===== config.mk =====
export PLATFORM = sky130hd
export DESIGN_NAME = baud_timer
export DESIGN_NICKNAME = d
export VERILOG_FILES = /design/src/design/baud_timer.sv
export VERILOG_INCLUDE_DIRS = /design/src /design/src/design
export SDC_FILE = /design/constraint.sdc
export NUM_CORES = 1
export LEC_CHECK = 0
export ABC_AREA = 1
export BUFFER_PORTS_ARGS = -buffer_cell sky130_fd_sc_hd__buf_2
export CORE_AREA = 2 2 39 41
export CTS_BUF_LIST = sky130_fd_sc_hd__clkbuf_16
export DETAILED_ROUTE_END_ITERATION = 6
export DIE_AREA = 0 0 41 43
export GPL_ROUTABILITY_DRIVEN = 0
export GPL_TIMING_DRIVEN = 0
export SETUP_SLACK_MARGIN = 0.3
export SYNTH_ARGS = -nofsm -noshare
export SYNTH_HDL_FRONTEND = slang
export SYNTH_SLANG_ARGS = --single-unit

===== constraint.sdc =====
create_clock -name clk -period 1.4 [get_ports clk]
set_input_delay 0.07 -clock clk [delete_from_list [all_inputs] [get_ports clk]]
set_output_delay 0.07 -clock clk [all_outputs]
set_load 0.05 [all_outputs]

===== src/design/soc_io_defines.svh =====
`ifndef SOC_IO_DEFINES_SVH
`define SOC_IO_DEFINES_SVH

// ==============================
// Data path widths
// ==============================

`define SOC_IO_DATA_WIDTH 32

// 4 KB data memory, word organised
`define SOC_IO_DMEM_WORDS 1024
`define SOC_IO_DMEM_ADDR_WIDTH 10

// ==============================
// Memory mapped I/O
// ==============================

// Byte write here sends one UART frame
`define SOC_IO_UART_TX_ADDR 32'h8000_0000

// Read returns the UART status word
`define SOC_IO_UART_STAT_ADDR 32'h8000_0001

// Busy flag position in the status word
`define SOC_IO_STAT_BUSY_BIT 8

// Kept short for simulation
`define SOC_IO_CLKS_PER_BIT 8

`endif


===== src/design/baud_timer.sv =====
`timescale 1ns/1ps
`include "soc_io_defines.svh"

module baud_timer (
    input  logic clk,
    input  logic arst_n_i,
    input  logic run_i,
    output logic bit_tick_o
);

    localparam int CNT_W = $clog2(`SOC_IO_CLKS_PER_BIT);
    localparam logic [CNT_W-1:0] LAST = CNT_W'(`SOC_IO_CLKS_PER_BIT - 1);

    logic [CNT_W-1:0] cnt_q;
    logic             wrap;

    assign wrap = (cnt_q == LAST);

    // Restarts from zero whenever the transmitter goes idle
    always_ff @(posedge clk or negedge arst_n_i) begin
        if (!arst_n_i) begin
            cnt_q <= '0;
        end else if (!run_i) begin
            cnt_q <= '0;
        end else if (wrap) begin
            cnt_q <= '0;
        end else begin
            cnt_q <= cnt_q + 1'b1;
        end
    end

    // Last cycle of each bit period
    assign bit_tick_o = run_i && wrap;

endmodule


-- Yosys cells after proc, flatten, opt, wreduce, memory -nomap -nowiden
Cells that the tools add are included.
- bits in registers: 3
- bits in latches: 0
- bits in writable memories: 0
- bits in read-only memories: 0
- bits of input ports: 3
- output and inout bits: 1
- logic and storage cells: 6
- memories: 0
- $add $sub $neg: 1
- multipliers: 0
- divide/modulo/power cells: 0
- $lt $le $gt $ge: 0
- equal/unequal tests: 1
- shifts and indexed selects: 0
- multiplexer cells: 2
- bitwise logic cells: 0
- reduce and logical (&&, ||, !) cells: 1
- operator list (cell ; number):
    3-bit 2-to-1 mux ; 2
    3-bit by 1-bit adder with 3-bit output, second input constant ; 1
    3-bit equality test, second input constant ; 1
    1-bit logical AND ; 1

-- Longest topological paths before layout
- depth in word-level cells: 3
- gate-level depth with buffers: 4
- depth with buffers taken out: 4

-- Worst setup path after synthesis
Ideal clock, no wire load.
- path kind: register to output
- start: register cnt_q[0]
- end: output bit_tick_o
- arrival: 0.968 ns
- required time: 1.330 ns
- setup slack: 0.362 ns
- cell stages (with the launch flop): 5
- buffers on the path: 0
- path through: dfrtp_1 > ha_1 > ha_1 > nand2_1 > inv_1
- word-level cells in the longest chain between the ends: 2
- RTL lines (what ; RTL line ; source):
    start, declared ; baud_timer.sv:14 ; logic [CNT_W-1:0] cnt_q;
    start signal, assigned ; baud_timer.sv:28 ; cnt_q <= cnt_q + 1'b1;
    3-bit equality test ; baud_timer.sv:17 ; assign wrap = (cnt_q == LAST);
    1-bit logical AND ; baud_timer.sv:33 ; assign bit_tick_o = run_i && wrap;
    end, declared ; baud_timer.sv:8 ; output logic bit_tick_o
Every way passes these cells.

-- Worst setup path after layout
Same ends and word-level chain as after synthesis.

==> metrics.yaml <==
layout.nets: 29
start_util_pct: 9.67
cap_violations: 0
fillers: 149
synthArstFlopShare_pct: 100
drtAntennaViolNets: 0
grt.total_usage_pct: 3.72
crit_path_end_kind: "primary output"
core_area_mm2: 0.00138
finalCritPeriodShare_pct: 87.9
hold_viol: 0
hold_end: "cnt_q[1]"
first_pass_iters: 1
synth_area_leaders: "dfrtp_1 (56%), ha_1 (19%), inv_1 (11%), nand2_1 (11%), nor2_1 (2.8%)"
synth_top_area_share_pct: 56.1
place_ws_ps: 309
synth-edff-count: 0
cts_tree: "done"
worst_slack_ps: 169
cts_root_buffer: "clkbuf_16"
max_freq_ghz: 0.812
ys_top_cells_by_count: "inv_1 (4), nand2_1 (4), dfrtp_1 (3)"
crit_arrival_ps: 1160
syn-mean-instance-area_um2: 9.56
ys_dominant_reg_cell: "dfrtp_1"
vias: 106
grt_pass1_wl_um: 324
die_area_mm2: 0.00176
grt_pass1_vias: 95
peakVddDrop_mv: 0.338
clockBufferDepth: 2
ys_seq_elements: 3
worstPathMaxFanout: 2
first_iter_violations: 0
yosys.area.top_type: "dfrtp_1"
synth_warnings: 0
hp-start: "run_i"
synthesis.nets: 19
grt_antenna_before_repair: 0
post_drt_via_cell_ratio: 2.72
top_register: "cnt_q"
antenna_cells: 0
rsz0062_at_grt: "yes"
final.setup.tns_ps: 0
postPlaceCellArea_um2: 169
hold_depth: 3
max_stage_delay_ps: 370
synthesis.instances: 14
ys_seq_area_share_pct: 56.1
critPathKind: "register to primary output"
fin_area_um2: 287
status: "completed"
hold_class: "input port to register"
worstMarginPinSlew_ps: 106
largest_registers: "cnt_q (3)"
p_leak_nw: 0.161
wirelength_um: 230
crit_chain: "ha_2 -> ha_4 -> nand2_1 -> inv_1 -> buf_6"
grt_max_degree: 5
p_per_area_mw_per_mm2: 1970
wire_per_inst_um: 5.90
synthDistinctLibCells: 5
drc_errors: 0
reg2reg_slack_ps: 450
setup_violations: 0
die_x_um: 41
clk_latency_ps: 220
grt_overflow: 0
r2r-end: "cnt_q[2]"
portBuffers: 3
cp_slowest_cell: "dfrtp_1"
clkTransAtPathRegs_ps: 30
whs_ps: 79.6
cts.sinks: 3
start_kind: "register"
largest_reg_flops: 3
timing.rr.start: "cnt_q[0]"
clock_skew_ps: 0.165
htree_num_levels: 1
drive_gt1_share_pct: 39.1
row_count: 14
die_h_um: 43
required_ps: 1330
finalCriticalPeriod_ps: 1230
relSlewSlack_pct: 92.9
cts_made_buffers: 3
boundaryPins: 4
area_growth_pct: 114
rr_worst_depth: 4
drv_slew: 0
syn_area_um2: 134
## layout by cell type (no fill, tap or decap)
cell type / netlist / final
ha_2: 0 / 1
buf_4: 0 / 1
nor2_1: 1 / 1
dlygate4sd3_1: 0 / 1
dfrtp_1: 3 / 3
buf_6: 0 / 1
inv_1: 4 / 5
clkbuf_16: 0 / 3
buf_2: 0 / 2
nand2_1: 4 / 4
ha_4: 0 / 1
## power by group
part / leakage, nW / switching, mW / internal [mW]
registers: 0.0393 / 0.00369 / 0.0944
clock network: 0.0423 / 0.0755 / 0.368
logic: 0.0792 / 0.0108 / 0.0131
## worst max-delay path: cells and delay by family (launching register included)
family	cells	cell delay (ps)
simple gates	1	50
fa+ha+maj	2	340
flops	1	370
buf+inv	2	180
## area by class of cell
type / instances / area, um^2 / area share [%]
Sequential cell: 3 / 75.1 / 26.2
Inverter: 4 / 15.0 / 5.24
Tap cell: 16 / 20.0 / 6.99
Clock buffer: 3 / 75.1 / 26.2
Timing Repair Buffer: 5 / 38.8 / 13.5
Multi-Input combinational cell: 7 / 58.8 / 20.5
Clock inverter: 1 / 3.75 / 1.31
## through the flow
| step | std cells | power (mW) | util, % |
|---|---|---|---|
| floorplan | 14 | 0.107 | - |
| global placement | 33 | 0.114 | 12.2 |
| detailed placement | 33 | 0.114 | 12.2 |
| CTS | 38 | 0.571 | 20.2 |
| global route | 39 | 0.585 | 20.7 |
| finish | 39 | 0.565 | 20.7 |
## cell families after synthesis
logic type | Yosys count | synth area share [%]
simple gates | 5 | 14.0
flops | 3 | 56.1
fa+ha+maj | 2 | 18.7
buf+inv | 4 | 11.2
## timing repair
| action | CTS | global route |
|---|---|---|
| pin swaps | 1 | 0 |
| resized for setup | 5 | 0 |
| setup buffers | 0 | 1 |
| hold endpoints to repair | 3 | 0 |
| endpoints found under the setup margin | 1 | 1 |
| hold buffers | 1 | 0 |
| cloned | 0 | 0 |
## worst max path at each step
stage               cells after the start  startpoint         end  slack [ps]
CTS                                     5    cnt_q[0]  bit_tick_o         170
floorplan                               4    cnt_q[0]  bit_tick_o         360
finish                                  5    cnt_q[0]  bit_tick_o         170
detailed placement                      5    cnt_q[0]  bit_tick_o         310
global placement                        5    cnt_q[0]  bit_tick_o         310
global route                            5    cnt_q[1]  bit_tick_o         140
## layer usage
metal | vias to the layer above | wire length [um] | share of wire (%) | GRT usage (%)
met3 | 0 | 32 | 14 | 4.71
met5 | - | 0 | 0 | 0
met4 | 0 | 0 | 0 | 6.00
met1 | 43 | 89 | 39 | 2.90
met2 | 5 | 107 | 47 | 3.13
li1 | 58 | - | - | -
No activity file was read; power rests on OpenSTA's default activity.
