File: config.mk
export PLATFORM = sky130hd
export DESIGN_NAME = dmem_io_router
export DESIGN_NICKNAME = d
export VERILOG_FILES = /design/src/design/soc_io_pkg.sv /design/src/design/dmem_io_router.sv
export VERILOG_INCLUDE_DIRS = /design/src /design/src/design
export SDC_FILE = /design/constraint.sdc
export NUM_CORES = 1
export LEC_CHECK = 0
export BUFFER_PORTS_ARGS = -buffer_cell sky130_fd_sc_hd__buf_4
export CORE_AREA = 2 2 74 76
export CTS_BUF_LIST = sky130_fd_sc_hd__clkbuf_8 sky130_fd_sc_hd__clkbuf_16
export DETAILED_ROUTE_END_ITERATION = 12
export DIE_AREA = 0 0 76 78
export GPL_ROUTABILITY_DRIVEN = 0
export GPL_TIMING_DRIVEN = 0
export HOLD_SLACK_MARGIN = 0.12
export PLACE_DENSITY_LB_ADDON = 0.08
export SETUP_SLACK_MARGIN = 0.05
export SYNTH_ARGS = -nofsm -noshare
export SYNTH_HDL_FRONTEND = slang
export SYNTH_SLANG_ARGS = --single-unit
File: constraint.sdc
create_clock -name clk -period 1.7 [get_ports clk]
set_input_delay 0.085 -clock clk [delete_from_list [all_inputs] [get_ports clk]]
set_output_delay 0.085 -clock clk [all_outputs]
set_load 0.01 [all_outputs]
File: src/design/soc_io_defines.svh
`ifndef SOC_IO_DEFINES_SVH
`define SOC_IO_DEFINES_SVH

// ==============================
// Data path widths
// ==============================

`define SOC_IO_DATA_WIDTH 32

// 4 KB data memory, word organised
`define SOC_IO_DMEM_WORDS 1024
`define SOC_IO_DMEM_ADDR_WIDTH 10

// ==============================
// Memory mapped I/O
// ==============================

// Byte write here sends one UART frame
`define SOC_IO_UART_TX_ADDR 32'h8000_0000

// Read returns the UART status word
`define SOC_IO_UART_STAT_ADDR 32'h8000_0001

// Busy flag position in the status word
`define SOC_IO_STAT_BUSY_BIT 8

// Kept short for simulation
`define SOC_IO_CLKS_PER_BIT 8

`endif

File: src/design/soc_io_pkg.sv
`include "soc_io_defines.svh"

package soc_io_pkg;

    // ==============================
    // Core and memory data types
    // ==============================

    // One data word
    typedef logic [`SOC_IO_DATA_WIDTH-1:0] word_t;

    // Core side byte address
    typedef logic [31:0] byte_addr_t;

    // Data memory word index
    typedef logic [`SOC_IO_DMEM_ADDR_WIDTH-1:0] word_idx_t;

    // One enable per byte lane
    typedef logic [`SOC_IO_DATA_WIDTH/8-1:0] be_t;

    // UART transmitter frame states
    typedef enum logic [1:0] {
        IDLE,
        START,
        DATA,
        STOP
    } tx_state_t;

endpackage

File: src/design/dmem_io_router.sv
`timescale 1ns/1ps
`include "soc_io_defines.svh"

module dmem_io_router (
    input  logic                   clk,
    input  logic                   arst_n_i,
    // Core data port
    input  logic                   core_req_i,
    input  logic                   core_we_i,
    input  soc_io_pkg::byte_addr_t core_addr_i,
    input  soc_io_pkg::word_t      core_wdata_i,
    input  soc_io_pkg::be_t        core_be_i,
    output soc_io_pkg::word_t      core_rdata_o,
    // Data memory local port
    input  soc_io_pkg::word_t      mem_rdata_i,
    output logic                   mem_req_o,
    output logic                   mem_we_o,
    output soc_io_pkg::word_idx_t  mem_idx_o,
    output soc_io_pkg::word_t      mem_wdata_o,
    output soc_io_pkg::be_t        mem_be_o,
    // UART transmitter
    input  logic                   tx_busy_i,
    output logic                   tx_start_o,
    output logic [7:0]             tx_byte_o
);

    logic              in_window;
    logic              is_tx;
    logic              is_stat;
    logic              io_read_q;
    soc_io_pkg::word_t stat_d;
    soc_io_pkg::word_t stat_q;

    // ==============================
    // Address decode
    // ==============================

    // Memory window is the low 4 MB
    assign in_window = ~|core_addr_i[31:22];
    assign is_tx     = (core_addr_i == `SOC_IO_UART_TX_ADDR);
    assign is_stat   = (core_addr_i == `SOC_IO_UART_STAT_ADDR);

    // Reads always go to memory, writes only inside the window
    assign mem_req_o   = core_req_i && (!core_we_i || in_window);
    assign mem_we_o    = core_we_i && in_window;
    assign mem_idx_o   = core_addr_i[`SOC_IO_DMEM_ADDR_WIDTH+1:2];
    assign mem_wdata_o = core_wdata_i;
    assign mem_be_o    = core_be_i;

    // Writes while a frame is running are lost
    assign tx_start_o = core_req_i && core_we_i && is_tx && !tx_busy_i;
    assign tx_byte_o  = core_wdata_i[7:0];

    // ==============================
    // Status read path
    // ==============================

    // No receiver, so the RX byte field stays zero
    always_comb begin
        stat_d = '0;
        stat_d[`SOC_IO_STAT_BUSY_BIT] = tx_busy_i;
    end

    always_ff @(posedge clk or negedge arst_n_i) begin
        if (!arst_n_i) begin
            io_read_q <= 1'b0;
            stat_q    <= '0;
        end else begin
            io_read_q <= core_req_i && !core_we_i && is_stat;
            if (core_req_i && !core_we_i && is_stat) begin
                stat_q <= stat_d;
            end
        end
    end

    // Same latency as the memory read register
    assign core_rdata_o = io_read_q ? stat_q : mem_rdata_i;

endmodule

After elaboration in Yosys (flattened, before gate mapping). Index checks and enable logic that the tools add are counted.

Reduce and logical (&&, ||, !) cells: 12. Eq/ne operators: 2. Multiplexer cells: 1.

Operators by type and width (count): 32-bit equality test (second input constant) (2); 32-bit 2-to-1 mux (1); 10-bit OR reduction (1); 1-bit logical AND (7); 1-bit zero test (3); 1-bit logical OR (1).

Register bits: 2. Input port bits: 105. Word-level logic and storage cells: 17. Output and inout bits: 89.

Logic depth before layout (Yosys ltp).
Depth after elaboration: 4. Depth in mapped cells: 4.

Worst setup path after synthesis. Ideal clock, no wire load.

Path type: input to register. Start point: in core_addr_i[10]. End point: reg stat_q[8]. Stages: 4. Buffers on the path: 0. Arrival time: 1111 ps. Slack: 461 ps. Library setup time: 128 ps. Required time: 1572 ps. Path through: nor4_2 nand4_1 nor4_2 mux2_1.

Longest elaborated chain between the ends: 2.

RTL lines: start: declaration (line dmem_io_router.sv:10) `input soc_io_pkg::byte_addr_t core_addr_i,`; 32-bit equality test (no line); 1-bit logical AND (line dmem_io_router.sv:70) `if (core_req_i && !core_we_i && is_stat) begin`; end signal: assignment (line dmem_io_router.sv:71) `stat_q <= stat_d;`; end: declaration (line dmem_io_router.sv:32) `soc_io_pkg::word_t stat_q;`.

Every way passes these cells. A chain may end at the register's enable or synchronous reset.

Final worst setup path.
Start point: in core_addr_i[16]. End point: out tx_start_o.

Longest elaborated chain between the ends: 3.

RTL lines: 32-bit equality test (no line); 1-bit logical AND (2 in series) (line dmem_io_router.sv:51) `assign tx_start_o = core_req_i && core_we_i && is_tx && !tx_busy_i;`; end: declaration (line dmem_io_router.sv:23) `output logic tx_start_o,`.

Every way passes these cells.

==> results.toml <==
[clocking]
cts_root_buf = "clkbuf_8"
clock-sinks = 2
clk_latency_ns = 0.21
cts_buffers = 3
cts_resized = 0
cts.path.max_buffers = 2
htreeDepth = 1
clkTransAtPathRegs_ns = 0.03
cts_setup_buffers = 0
cts_tree = "built"

[final_layout]
final_cells = 344
drive_gt1_share_pct = 80.7
syn_to_final_growth_pct = 160
antenna_cells = 0
post-route-util_pct = 42.8
final_net_count = 381

[timing]
tightest_slew_ns = 0.405
holdWs_ns = 0.156
drv_slew = 0
timing.fmax_mhz = 720
setup_viol = 0
finalSetupTns_ns = 0
period_needed_ns = 1.39
rsz0062_at_grt = "no"
final_hold_viol_count = 0
post-route-period-util_pct = 81.7
relSlewSlack_pct = 73.0
worst_clock_skew_ns = 0

[floorplan]
die_area_um2 = 5930
std_cell_rows = 26
die_y_um = 78
start_util_pct = 16.4
core_um2 = 5040
die_w_um = 76
num_io_pins = 194

[worst_setup_path]
cpPeakStageDelay_ns = 0.40
cpMaxStageDelayCell = "or3_1"
critPathMaxFanout = 2
critPathKind = "input port to output pin"
cp.required_ns = 1.62
worst_ep_arrival_time_ns = 1.30
crit_path_frequent_cell = "buf_4"
start_kind = "input port"
cp_cell_sequence = "buf_4 > nor4_2 > nand4_1 > or3_1 > nor3_1 > buf_4"
critPathCaptureType = "output pin"

[logic_synthesis]
ys_ff_latch = 2
syn_inst = 112
yosysWarnings = 0
syn-num-nets = 217
synth_cell_types = 18
ys_seq_area_share_pct = 6.04
netlist_area_um2 = 828
postSynthAreaPerCell_um2 = 7.40

[detailed_routing]
routed_wl_um = 3540
wl_per_cell_um = 10.3
drtIter0Drc = 25
viasPerCell = 3.60
num_vias = 1240
drcViolationCount = 0
first_pass_iters = 4
detail-route-antenna-nets = 0

[power_and_ir_drop]
pwr-share-seq_pct = 6.8
power_mw = 0.707
pwr_density_cell_nw_per_um2 = 328
p_leak_nw = 1.19
intPower_mw = 0.524
irDropWorstVdd_uv = 158
p_comb_share_pct = 67.3
switchingPower_mw = 0.183
p_clk_share_pct = 25.9
swShare_pct = 25.9

[min_path]
hp-class = "input port to flip-flop"

[place]
dp_hpwl_um = 3290
port_buffers = 157
placed_cells = 339

[grt]
grt_pass1_vias = 1215
grt_max_degree = 11
grt-ovfl-total = 0
grt_pass1_wl_um = 5460
grt_use_total_pct = 11.0
antenna_found_initial = 0

[run]
drv_cap = 0

[run_status]
status = "finished clean"
-- path summary, 6_finish.rpt --
path / end / cells past startpoint / from / slack (ns)
max: tx_start_o / 6 / core_addr_i[16] / 0.31
min: io_read_q / 3 / core_addr_i[0] / 0.16
max reg2reg: stat_q[8] / 1 / stat_q[8] / 0.93
min reg2reg: stat_q[8] / 1 / stat_q[8] / 0.50
max in group asynchronous: stat_q[8] / 2 / arst_n_i / 1.40
min in group asynchronous: io_read_q / 2 / arst_n_i / 0.21
-- cells by family after synthesis --
| logic type | after synthesis | share of synthesized area [%] |
|---|---|---|
| AO/OA/AOI/OAI | 1 | 0.907 |
| multiplexers | 2 | 2.72 |
| flip-flops | 2 | 6.04 |
| buffers and inverters | 57 | 50.3 |
| AND/OR/NAND/NOR | 50 | 40.0 |
-- synth_stat cells (all sizes together) --
| library cell | instances | area, µm² |
|---|---|---|
| mux2 | 2 | 22.5 |
| nor3 | 3 | 15.0 |
| nand2 | 1 | 3.75 |
| nand3 | 1 | 5.00 |
| or3 | 1 | 6.26 |
| nand2b | 1 | 6.26 |
| nor2b | 31 | 194 |
| and4bb | 1 | 12.5 |
| nor4 | 6 | 62.6 |
| dfrtp | 2 | 50.1 |
| buf | 54 | 405 |
| clkbuf | 3 | 11.3 |
| nor2 | 2 | 7.51 |
| nand4 | 2 | 12.5 |
| a21boi | 1 | 7.51 |
| or2 | 1 | 6.26 |
-- stage by stage --
stage | setup slack (ns) | instance area, µm²
after floorplan | 0.461 | 828
after global placement | 0.210 | 2090
after detailed placement | 0.201 | 2090
after CTS | 0.276 | 2160
after global routing | 0.179 | 2160
final | 0.311 | 2160
-- placed cells by master (no fill, tap or decap), drive strengths merged --
| master | count |
|---|---|
| a21boi | 1 |
| and4bb | 1 |
| buf | 211 |
| clkbuf | 6 |
| dfrtp | 2 |
| dlygate4sd3 | 2 |
| mux2 | 2 |
| nand2 | 1 |
| nand2b | 1 |
| nand3 | 1 |
| nand4 | 2 |
| nor2 | 2 |
| nor2b | 31 |
| nor3 | 3 |
| nor4 | 6 |
| or2 | 1 |
| or3 | 1 |
-- final cells by class --
cell class                 count  area [µm²]
fill                         510        2890
multi-input combinational     53         362
clock buffer                   3        41.3
sequential                     2        50.0
tap                           70        87.6
timing repair buffer         159        1200
buffer                        57         417
-- routing by layer --
layer  wire [µm]  up-vias  track usage, %
met5           0        -               0
met4           0        0            1.64
met3         625        0            6.40
met2        1860      110            21.3
met1        1060      498            10.2
li1            -      632               -
-- what timing repair did --
item,4_1_cts,5_1_grt
hold endpoints to repair,3,0
hold buffers,2,0
endpoints found under the setup margin,0,0
-- registers in the layout, indices dropped and copies added, names as in the netlist --
name	flops
io_read_q	1
stat_q	1
-- critical path, delay by kind of cell --
family                 cells  cell delay, ns
buffers and inverters      2            0.26
AND/OR/NAND/NOR            4            0.96
-- power by group through the flow --
| stage | registers [mW] | clock network [mW] | logic [mW] |
|---|---|---|---|
| final | 0.0480 | 0.183 | 0.476 |
| after detailed placement | 0.0485 | 0 | 0.479 |
| after CTS | 0.0480 | 0.192 | 0.483 |
| after global placement | 0.0485 | 0 | 0.478 |
| after floorplan | 0.0485 | 0 | 0.190 |
| after global routing | 0.0480 | 0.195 | 0.511 |
No activity file was read; power rests on OpenSTA's default activity.
