$ cat src/design/soc_io_defines.svh
`ifndef SOC_IO_DEFINES_SVH
`define SOC_IO_DEFINES_SVH

// ==============================
// Data path widths
// ==============================

`define SOC_IO_DATA_WIDTH 32

// 4 KB data memory, word organised
`define SOC_IO_DMEM_WORDS 1024
`define SOC_IO_DMEM_ADDR_WIDTH 10

// ==============================
// Memory mapped I/O
// ==============================

// Byte write here sends one UART frame
`define SOC_IO_UART_TX_ADDR 32'h8000_0000

// Read returns the UART status word
`define SOC_IO_UART_STAT_ADDR 32'h8000_0001

// Busy flag position in the status word
`define SOC_IO_STAT_BUSY_BIT 8

// Kept short for simulation
`define SOC_IO_CLKS_PER_BIT 8

`endif

$ cat src/design/soc_io_pkg.sv
`include "soc_io_defines.svh"

package soc_io_pkg;

    // ==============================
    // Core and memory data types
    // ==============================

    // One data word
    typedef logic [`SOC_IO_DATA_WIDTH-1:0] word_t;

    // Core side byte address
    typedef logic [31:0] byte_addr_t;

    // Data memory word index
    typedef logic [`SOC_IO_DMEM_ADDR_WIDTH-1:0] word_idx_t;

    // One enable per byte lane
    typedef logic [`SOC_IO_DATA_WIDTH/8-1:0] be_t;

    // UART transmitter frame states
    typedef enum logic [1:0] {
        IDLE,
        START,
        DATA,
        STOP
    } tx_state_t;

endpackage

$ cat src/design/uart_tx_fsm.sv
`timescale 1ns/1ps

module uart_tx_fsm (
    input  logic       clk,
    input  logic       arst_n_i,
    input  logic       tx_start_i,
    input  logic [7:0] tx_byte_i,
    input  logic       bit_tick_i,
    output logic       tx_o,
    output logic       tx_busy_o,
    output logic       baud_run_o
);

    soc_io_pkg::tx_state_t state_q;

    logic [7:0] shift_q;
    logic [2:0] bit_cnt_q;
    logic       tx_q;

    // ==============================
    // Frame sequencing
    // ==============================

    always_ff @(posedge clk or negedge arst_n_i) begin
        if (!arst_n_i) begin
            state_q   <= soc_io_pkg::IDLE;
            bit_cnt_q <= '0;
            tx_q      <= 1'b1;
        end else begin
            case (state_q)
                soc_io_pkg::IDLE: begin
                    if (tx_start_i) begin
                        state_q <= soc_io_pkg::START;
                        tx_q    <= 1'b0;
                    end
                end
                soc_io_pkg::START: begin
                    if (bit_tick_i) begin
                        state_q   <= soc_io_pkg::DATA;
                        bit_cnt_q <= '0;
                        tx_q      <= shift_q[0];
                    end
                end
                soc_io_pkg::DATA: begin
                    if (bit_tick_i) begin
                        // Eighth data bit done, line goes high for stop
                        if (bit_cnt_q == 3'd7) begin
                            state_q <= soc_io_pkg::STOP;
                            tx_q    <= 1'b1;
                        end else begin
                            bit_cnt_q <= bit_cnt_q + 1'b1;
                            tx_q      <= shift_q[0];
                        end
                    end
                end
                soc_io_pkg::STOP: begin
                    if (bit_tick_i) begin
                        state_q <= soc_io_pkg::IDLE;
                    end
                end
                default: begin
                    state_q <= soc_io_pkg::IDLE;
                    tx_q    <= 1'b1;
                end
            endcase
        end
    end

    // ==============================
    // Data shifter
    // ==============================

    // LSB first, next bit always sits in shift_q[0]
    always_ff @(posedge clk) begin
        if (state_q == soc_io_pkg::IDLE && tx_start_i) begin
            shift_q <= tx_byte_i;
        end else if (bit_tick_i && state_q inside {soc_io_pkg::START, soc_io_pkg::DATA}) begin
            shift_q <= {1'b0, shift_q[7:1]};
        end
    end

    assign tx_o       = tx_q;
    assign tx_busy_o  = (state_q != soc_io_pkg::IDLE);
    assign baud_run_o = (state_q != soc_io_pkg::IDLE);

endmodule

$ cat config.mk
export PLATFORM = sky130hd
export DESIGN_NAME = uart_tx_fsm
export DESIGN_NICKNAME = d
export VERILOG_FILES = /design/src/design/soc_io_pkg.sv /design/src/design/uart_tx_fsm.sv
export VERILOG_INCLUDE_DIRS = /design/src /design/src/design
export SDC_FILE = /design/constraint.sdc
export NUM_CORES = 1
export LEC_CHECK = 0
export BUFFER_PORTS_ARGS = -buffer_cell sky130_fd_sc_hd__buf_2
export CORE_MARGIN = 1
export CORE_UTILIZATION = 35
export DETAILED_ROUTE_END_ITERATION = 6
export PLACE_DENSITY_LB_ADDON = 0.25
export SLEW_MARGIN = 25
export SYNTH_ARGS = -nofsm -noshare
export SYNTH_HDL_FRONTEND = slang
export SYNTH_SLANG_ARGS = --single-unit
$ cat constraint.sdc
create_clock -name clk -period 1.5 [get_ports clk]
set_input_delay 0.15 -clock clk [delete_from_list [all_inputs] [get_ports clk]]
set_output_delay 0.15 -clock clk [all_outputs]
set_load 0.05 [all_outputs]
# Word level (Yosys, flattened, before mapping)
# Cells that the tools add are included.
# op_classes
n_mux,17
addsub,1
n_eq_ne,10
reduce_logical,10
# ops
op,n
8-bit two-way mux,2
"2-bit inequality test, second input constant",6
2-bit two-way mux,5
3-bit two-way mux,3
2-bit case mux with 4 select lines,1
4-bit AND reduction,2
3-bit case mux with 2 select lines,1
2-bit nonzero test,3
5-bit AND reduction,1
"2-bit == test, second input constant",2
1-bit two-way mux,4
"3-bit by 1-bit adder with 3-bit output, second input constant",1
"3-bit == test, second input constant",1
1-bit case mux with 3 select lines,1
3-bit nonzero test,1
"2-bit by 1-bit == test with 1-bit output, second input constant",1
1-bit logical AND,2
2-bit zero test,1
# word_totals
output_inout_bits,3
regBits,14
elab_cells,42
inputBits,12

# Logic depth before layout (Yosys ltp)
# Gate-level depths: netlist of the first run.
# depth
ltp_word,5
mapped_depth,5
mapped_depth_nobuf,5

# Least setup slack after synthesis of the first run
# No wires, ideal clock.
# synth_path
kind,register to register
startpoint,register state_q[0]
endpoint,"register shift_q[0], data pin"
t_arrival_ns,1.261
setup_slack_ns,-0.020
n_path_buf,0
synth_period_minus_slack_ns,1.520
path_stages_with_launch,5
required_time_ns,1.240
setup_time_ns,0.260
path_cell_list,dfrtp_1 > inv_1 > ha_1 > nand2_1 > mux2_2
# synth_between
elab_chain_len,3
# synth_lines
item,line_no,rtl
"start, declared",uart_tx_fsm.sv:14,soc_io_pkg::tx_state_t state_q;
"start signal, assigned",uart_tx_fsm.sv:26,state_q <= soc_io_pkg::IDLE;
"start signal, assigned",uart_tx_fsm.sv:33,state_q <= soc_io_pkg::START;
"start signal, assigned",uart_tx_fsm.sv:39,state_q <= soc_io_pkg::DATA;
2-bit zero test,uart_tx_fsm.sv:75,if (state_q == soc_io_pkg::IDLE && tx_start_i) begin
1-bit logical AND,uart_tx_fsm.sv:75,
8-bit two-way mux,uart_tx_fsm.sv:75,
"end signal, assigned",uart_tx_fsm.sv:76,shift_q <= tx_byte_i;
"end signal, assigned",uart_tx_fsm.sv:78,"shift_q <= {1'b0, shift_q[7:1]};"
"end, declared",uart_tx_fsm.sv:16,logic [7:0] shift_q;
# No other way between the ends.
# A chain may end at the register's enable or synchronous reset.

# Worst setup path in the final report of the first run
# layout_path
startpoint,register state_q[0]
endpoint,output baud_run_o
# layout_between
elab_chain_len,1
# layout_lines
item,line_no,rtl
2-bit nonzero test,uart_tx_fsm.sv:84,assign baud_run_o = (state_q != soc_io_pkg::IDLE);
"end, declared",uart_tx_fsm.sv:11,output logic baud_run_o
# No other way between the ends.

==> results of run 1 <==
-- placed cells by master, fill, tap and decap left out --
master	synthesis	final
buf_6	0	2
edfxtp_1	8	8
inv_1	5	2
nor2b_1	1	1
nand2b_1	2	1
dlygate4sd3_1	0	1
o21ai_4	0	1
mux2_1	1	1
buf_4	1	15
inv_2	0	1
nand2_2	0	1
o211ai_1	2	2
mux2_4	2	2
ha_1	9	2
clkinv_1	0	1
ha_2	0	1
mux2_2	7	7
or2b_1	1	1
mux2i_1	2	2
a32o_1	1	1
nand3_1	1	1
inv_4	0	2
a21boi_4	0	1
nor2_1	2	1
ha_4	0	6
and3_1	1	1
nand2b_4	0	1
dfstp_2	1	1
dfrtp_2	0	2
nor2_2	0	1
o2111ai_2	1	1
dfrtp_1	5	3
buf_8	0	2
buf_2	0	12
clkbuf_4	0	3
nand2_1	5	4
-- how the worst max path moves through the flow --
stage,cells after the start,slack (ns),endpoint,from
finish,5,0.02,baud_run_o,state_q[0]$_DFFE_PN0P_
global placement,4,-0.02,shift_q[0]$_DFFE_PP_,state_q[1]$_DFFE_PN0P_
detailed placement,4,-0.004,shift_q[0]$_DFFE_PP_,state_q[1]$_DFFE_PN0P_
CTS,5,0.001,bit_cnt_q[0]$_DFFE_PN0P_,state_q[1]$_DFFE_PN0P_
global route,5,-0.03,baud_run_o,state_q[0]$_DFFE_PN0P_
floorplan,4,0.02,tx_busy_o,state_q[0]$_DFFE_PN0P_
-- cell families after synthesis --
logic type      synth area share
mux                       0.1764
buf+inv                  0.03308
simple gates             0.08033
compound gates           0.07558
fa+ha+maj                 0.1417
flops                     0.4929
-- timing repair --
action                     CTS  global route
hold buffers                 1             0
pin swaps                    1             4
gates resized for setup     10            22
buffers inserted             1             2
hold endpoints to repair     6             0
setup endpoints to repair   12            19
-- per-layer routing --
| layer | GRT usage | wire length [um] | up-vias |
|---|---|---|---|
| met5 | 0 | 0 | - |
| met4 | 0.04286 | 15 | 0 |
| met3 | 0.02778 | 44 | 2 |
| met2 | 0.2162 | 685 | 9 |
| met1 | 0.1910 | 766 | 261 |
| li1 | - | - | 282 |
-- power groups by stage --
stage	logic (W)	registers, W	clock network (W)
final	0.00158	0.000765	0.000223
after global routing	0.00173	0.000788	0.000244
after CTS	0.00131	0.000732	0.000231
after detailed placement	0.00123	0.000735	0
after global placement	0.00121	0.000730	0
after floorplan	0.000762	0.000751	0
-- stage by stage --
step	utilization	setup TNS (ns)
after floorplan	-	0
after global placement	0.4890	-0.08320
after detailed placement	0.4890	-0.003548
after CTS	0.5202	0
after global routing	0.5852	-0.2672
final	0.5852	0
-- area by class of cell --
cell class,instances,area [um^2],area share
clock inverter,1,3.754,0.003141
tap,27,33.78,0.02827
timing repair buffer,32,235.2,0.1969
sequential,14,394.1,0.3298
clock buffer,3,22.52,0.01885
inverter,5,23.77,0.01990
multi-input combinational,40,481.7,0.4031
-- cells in the mapped netlist, drive strengths merged (2+ instances only) --
library cell	n	area, um^2
mux2	10	120.1
ha	9	112.6
edfxtp	8	240.2
dfrtp	5	125.1
inv	5	18.77
nand2	5	18.77
mux2i	2	20.02
nand2b	2	12.51
nor2	2	7.510
o211ai	2	15.01
-- registers in the layout (all words and copies together) (netlist names) --
signal,count
state_q,2
bit_cnt_q,3
shift_q,8
tx_o,1
-- worst reg2reg max path: stages, from the launching register on --
cell and delay [ns]:
dfrtp_2 0.44, inv_4 0.08, ha_4 0.17, nand2_2 0.16, mux2_2 0.36
==> results.md, run 1 <==
* Crit-path leading delay family: flip-flops
* Place WS at -0.003548 ns
* Slew Limit Fails at 0
* Final instance area at 1195 um^2
* Syn Area/Cell at 13.24 um^2
* Worst endpoint required time at 1.35 ns
* Least-Margin Pin Slew at 0.2452 ns
* Clock Latency Late Sink at 0.28 ns
* RD Place Congestion at 0.7662
* Longest Clk Path Bufs at 2
* Clk sinks at 14
* Die area at 2465 um^2
* Port Buf Inserts at 14
* Post-synth top flop: edfxtp_1
* Drt first-iter violations at 1
* Synthesized Nets at 81
* # fillers at about 180
* Relative slew slack at 0.8376
* Crit path cell chain: inv_4 -> ha_4 -> buf_4 -> inv_4 -> buf_8
* Vias/cell at 4.541
* Fraction of layout cells with a size suffix above 1 at 0.6526
* Die Span Y at 49.65 um
* Final period util at 0.9841
* Reg2reg path depth at 4
* Max stage delay cell, worst path: dfrtp_2
* Mapped Area at 794.5 um^2
* VDD IR-drop max at 1.687 mV
* Comb pwr share at 0.616
* R2r setup slk at approximately 0.040 ns
* Antenna cell count at 0
* Hold_ws at around 0.17 ns
* Final number of hold-violating endpoints at 0
* Num rows at 16
* Crit Path Max Fanout at 4
* Worst setup SP type: flop
* Vias in the first global route at 561
* CTS tree: built
* Pwr/cell area at about 2200 nW/um^2
* Setup Crit Path Kind: reg -> out
* Sequential Power Share at 0.297
* Final Power at 0.002573 W
* CTS root buf: clkbuf_4
* Switching share of power at 0.3726
* Psw at 0.0009589 W
* Critical Path AT at 1.33 ns
* Placed cell count at around 110
* Top cell by count, worst path: inv_4
* First-pass GRT wire length at 2.553 mm
* Wirelength per Cell at 12.39 um
* Count of cell types in the netlist at 22
* RSZ-0062 raised after global routing: true
* Die Wd at 49.65 um
* Peak Freq at 677.4 MHz
* Reg2Reg Launch Point: state_q[0]$_DFFE_PN0P_
* Core footprint at 2042 um^2
* Initial antenna violation count at 0
* Final Skew at 0.001408 ns
* Starting Density at 0.3891
* Largest net degree at the start of global routing at 9
* Final setup fails at 0
* Post-synthesis cell count at 60
* Sink of the worst hold path: shift_q[6]$_DFFE_PP_
* Ports at 15
* Total number of vias at 554
* DRT Pass-1 Iters at 3
* HP Start: tx_byte_i[6]
* Dpl hpwl at 1.074 mm
* Leakage at 0.5286 nW
* Post-layout min period at 1.476 ns
* Maximum Capacitance Violations at 0
* Number of buffers created by CTS at 3
* Seq cells post-synth at 14
* Min-Delay Path Depth at 2
* Syn. warnings at 0
* H-tree Lvls at 1
* Area growth from synthesis to layout at 50.39%
* Post-synth EDFFs at 8
* CP Capture Type: output pin
* Non-filler instance count after layout at about 120
* HP Class: in -> reg
* Congestion Overflow GR at 0
* Setup WS post-layout at 0.02378 ns
* Outcome: completed
* Clock power frac at 0.087
* ANT nets after route at 0
* Max incr delay on CP at 0.47 ns
* Drt total wl at between 1.5 and 2 mm
* CTS clock-pin slew for the worst setup and hold paths at around 0.09 ns
* FF-to-FF End: shift_q[4]$_DFFE_PP_
* Fin nets at 117
* DP Area at around 1000 um^2
* Gr usage total at 0.1383
* Async set-reset flop share out of synthesis at 0.4286
* Worst path bufs/invs at 4
* Post-synthesis sequential area ratio at 0.4929
* P_int at 0.001614 W
* Residual DRC at 0
Note: power is estimated with default switching activity, not from simulation.
==> run 2: changes to the inputs <==
- clock period: 1.5 -> 1.4 ns (I/O delays scaled with it)
==> run 2 against run 1 <==
Die area unchanged. Setup slack worse by 0.088 ns. Power up 11%. Non-clock buffer count up 2. Sequential cell count unchanged. Critical path type is now reg -> reg. Sequential power up 4.7%. Cell count up 1.6%. Critical endpoint is now state_q[1]$_DFFE_PN0P_. The run now ends with setup timing left. Clock power up 9.0%. Sequential share of layout area down 0.24 points. Utilization up 0.25 points. Clock skew up 0.0019 ns. Combinational power up 15%.
==> results.md, run 2 (synthesized netlist as in run 1, its figures left out) <==
* Outcome: finished, violations left
* Violated checks: setup timing
* Num rows at 16 (unchanged)
* CP Capture Type: flop
* Worst setup SP type: flop
* Placed cell count at 110 (-3.5%)
* Post-layout min period at about 1.5 ns
* DRT Pass-1 Iters at 2 (-1)
* H-tree Lvls at 1 (unchanged)
* Congestion Overflow GR at 0 (unchanged)
* Post-Route Utilization at 0.5876 (+0.002451)
* Most common cell after layout, fill and taps aside: buf_4
* Drt total wl at 1.600 mm (+5.8%)
* Slew Limit Fails at 0 (unchanged)
* Final setup TNS at -0.5323 ns (-0.5323 ns)
* Area of the multi-input gates at 471.7 um^2 (-2.1%)
* Final instance area at 1200 um^2 (+0.42%)
* Drt first-iter violations at 1 (unchanged)
* Largest regs: shift_q x8, bit_cnt_q x3, state_q x2
* Peak Freq at 682.9 MHz
* Least-Margin Pin Slew at 0.2476 ns (+0.002323 ns)
* Setup WS post-layout at -0.06436 ns (-0.08814 ns)
* Number of buffers created by CTS at 3 (unchanged)
* Setup Crit Path Kind: reg -> reg
* Vias/cell at 4.677 (+3.0%)
* Antenna cell count at 0 (unchanged)
* Fraction of layout cells with a size suffix above 1 at 0.6495 (-0.003147)
* R2r setup slk at -0.06 ns (-0.10 ns)
* Final Skew at 0.003272 ns (+0.001864 ns)
* First-pass GRT wire length at 2.746 mm (+7.6%)
* Crit-path leading delay family: flip-flops
* Crit Path Max Fanout at 3 (-1)
* Area growth from synthesis to layout at 51.02%
* Longest Clk Path Bufs at 2 (unchanged)
* Initial antenna violation count at 0 (unchanged)
* Critical Path AT at 1.64 ns (+0.31 ns)
* Worst path bufs/invs at 1 (-3)
* Pwr/cell area at 2382 nW/um^2 (+11%)
* Residual DRC at 0 (unchanged)
* Worst endpoint required time at 1.58 ns (+0.23 ns)
* Fin nets at 119 (+1.7%)
* Dpl hpwl at 1.039 mm (-3.3%)
* Final period util at 1.046
* Final number of hold-violating endpoints at 0 (unchanged)
* Total number of vias at 580 (+4.7%)
* Reg with most FFs: shift_q
* DP Area at 994.7 um^2 (-0.38%)
* Crit path cell chain: buf_4 -> ha_2 -> nor2_4 -> o2111ai_2 -> mux2_4
* Die Span Y at 49.65 um (unchanged)
* Register area at 392.9 um^2 (-0.32%)
* Relative slew slack at 0.8361 (-0.001537)
* Max FFs per register at 8 (unchanged)
* Max stage delay cell, worst path: dfrtp_1
* Die Wd at 49.65 um (unchanged)
* ANT nets after route at 0 (unchanged)
* VDD IR-drop max at 1.895 mV (+12%)
* Non-filler instance count after layout at 124 (+1.6%)
* Final setup fails at 14 (+14)
* Gr usage total at 0.1495 (+0.01125)
* Largest net degree at the start of global routing at 9 (unchanged)
* Maximum Capacitance Violations at 0 (unchanged)
* Ports at 15 (unchanged)
* # fillers at 181 (-1.6%)
* RSZ-0062 raised after global routing: true
* Commonest cells after routing, fill and taps aside: buf_4, buf_2, mux2_4
* Hold_ws at 0.1486 ns (-0.02132 ns)
* Clk sinks at 14 (unchanged)
* CTS root buf: clkbuf_4
* CTS clock-pin slew for the worst setup and hold paths at 0.09 ns (about the same)
* Clock Latency Late Sink at 0.29 ns (about the same)
* Port Buf Inserts at 14 (unchanged)
* Vias in the first global route at 571 (+1.8%)
* RD Place Congestion at 0.7164 (-6.5%)
* Core footprint at 2042 um^2 (unchanged)
* Die area at 2465 um^2 (unchanged)
* HP Class: in -> reg
* Wirelength per Cell at 12.90 um (+4.1%)
* Starting Density at 0.3891 (unchanged)
* CTS tree: built
* Max incr delay on CP at 0.40 ns (-0.07 ns)
* Leakage at 0.5631 nW (+6.5%)
-- run 2: changes by cell type in the layout (fill, tap and decap cells not counted), moves of 2 or more --
cell / delta
mux2_2: -7
ha_2: +4
buf_4: +2
mux2_4: +7
ha_4: -4
-- run 2: stage by stage --
step	setup slack [ns]	power [W]
2_1_floorplan	0.004456	0.001699
3_3_place_gp	-0.07094	0.002057
3_5_place_dp	-0.1059	0.002085
4_1_cts	-0.07134	0.002820
5_1_grt	-0.1256	0.003063
6_report	-0.06436	0.002858
-- run 2: worst paths after layout --
kind	from	to	cells after the start
min reg2reg	bit_cnt_q[1]$_DFFE_PN0P_	bit_cnt_q[1]$_DFFE_PN0P_	1
max reg2reg	state_q[0]$_DFFE_PN0P_	state_q[1]$_DFFE_PN0P_	5
max	state_q[0]$_DFFE_PN0P_	state_q[1]$_DFFE_PN0P_	5
min	tx_byte_i[3]	shift_q[3]$_DFFE_PP_	2
max in group asynchronous	arst_n_i	tx_o$_DFFE_PN1P_	2
min in group asynchronous	arst_n_i	bit_cnt_q[0]$_DFFE_PN0P_	2
-- run 2: routing by layer --
metal | up-vias | share of wire | GRT usage
met1 | 279 | 0.50 | 0.2104
li1 | 289 | - | -
met4 | 0 | 0.013 | 0.05714
met3 | 2 | 0.028 | 0.02778
met2 | 10 | 0.46 | 0.2252
met5 | - | 0 | 0
-- run 2: where the power goes --
group | switching (W) | internal (W) | total [W]
sequential | 0.0000934 | 0.000708 | 0.000801
clock | 0.000139 | 0.000104 | 0.000243
combinational | 0.000810 | 0.00100 | 0.00181
total | 0.00104 | 0.00182 | 0.00286
-- run 2: final cells by class --
type / count / share of cell area
clock buffer: 3 / 0.01877
clock inverter: 1 / 0.003128
inverter: 5 / 0.02086
multi-input combinational: 40 / 0.3931
sequential: 14 / 0.3274
tap: 27 / 0.02815
timing repair buffer: 34 / 0.2086
-- run 2: repair_timing --
| item | 4_1_cts | 5_1_grt |
|---|---|---|
| setup buffers | 8 | 1 |
| cloned | 0 | 0 |
| hold buffers | 1 | 0 |
| endpoints found under the hold margin | 6 | 0 |
| resized for setup | 23 | 1 |
| pin swaps | 4 | 1 |
| endpoints found under the setup margin | 23 | 23 |
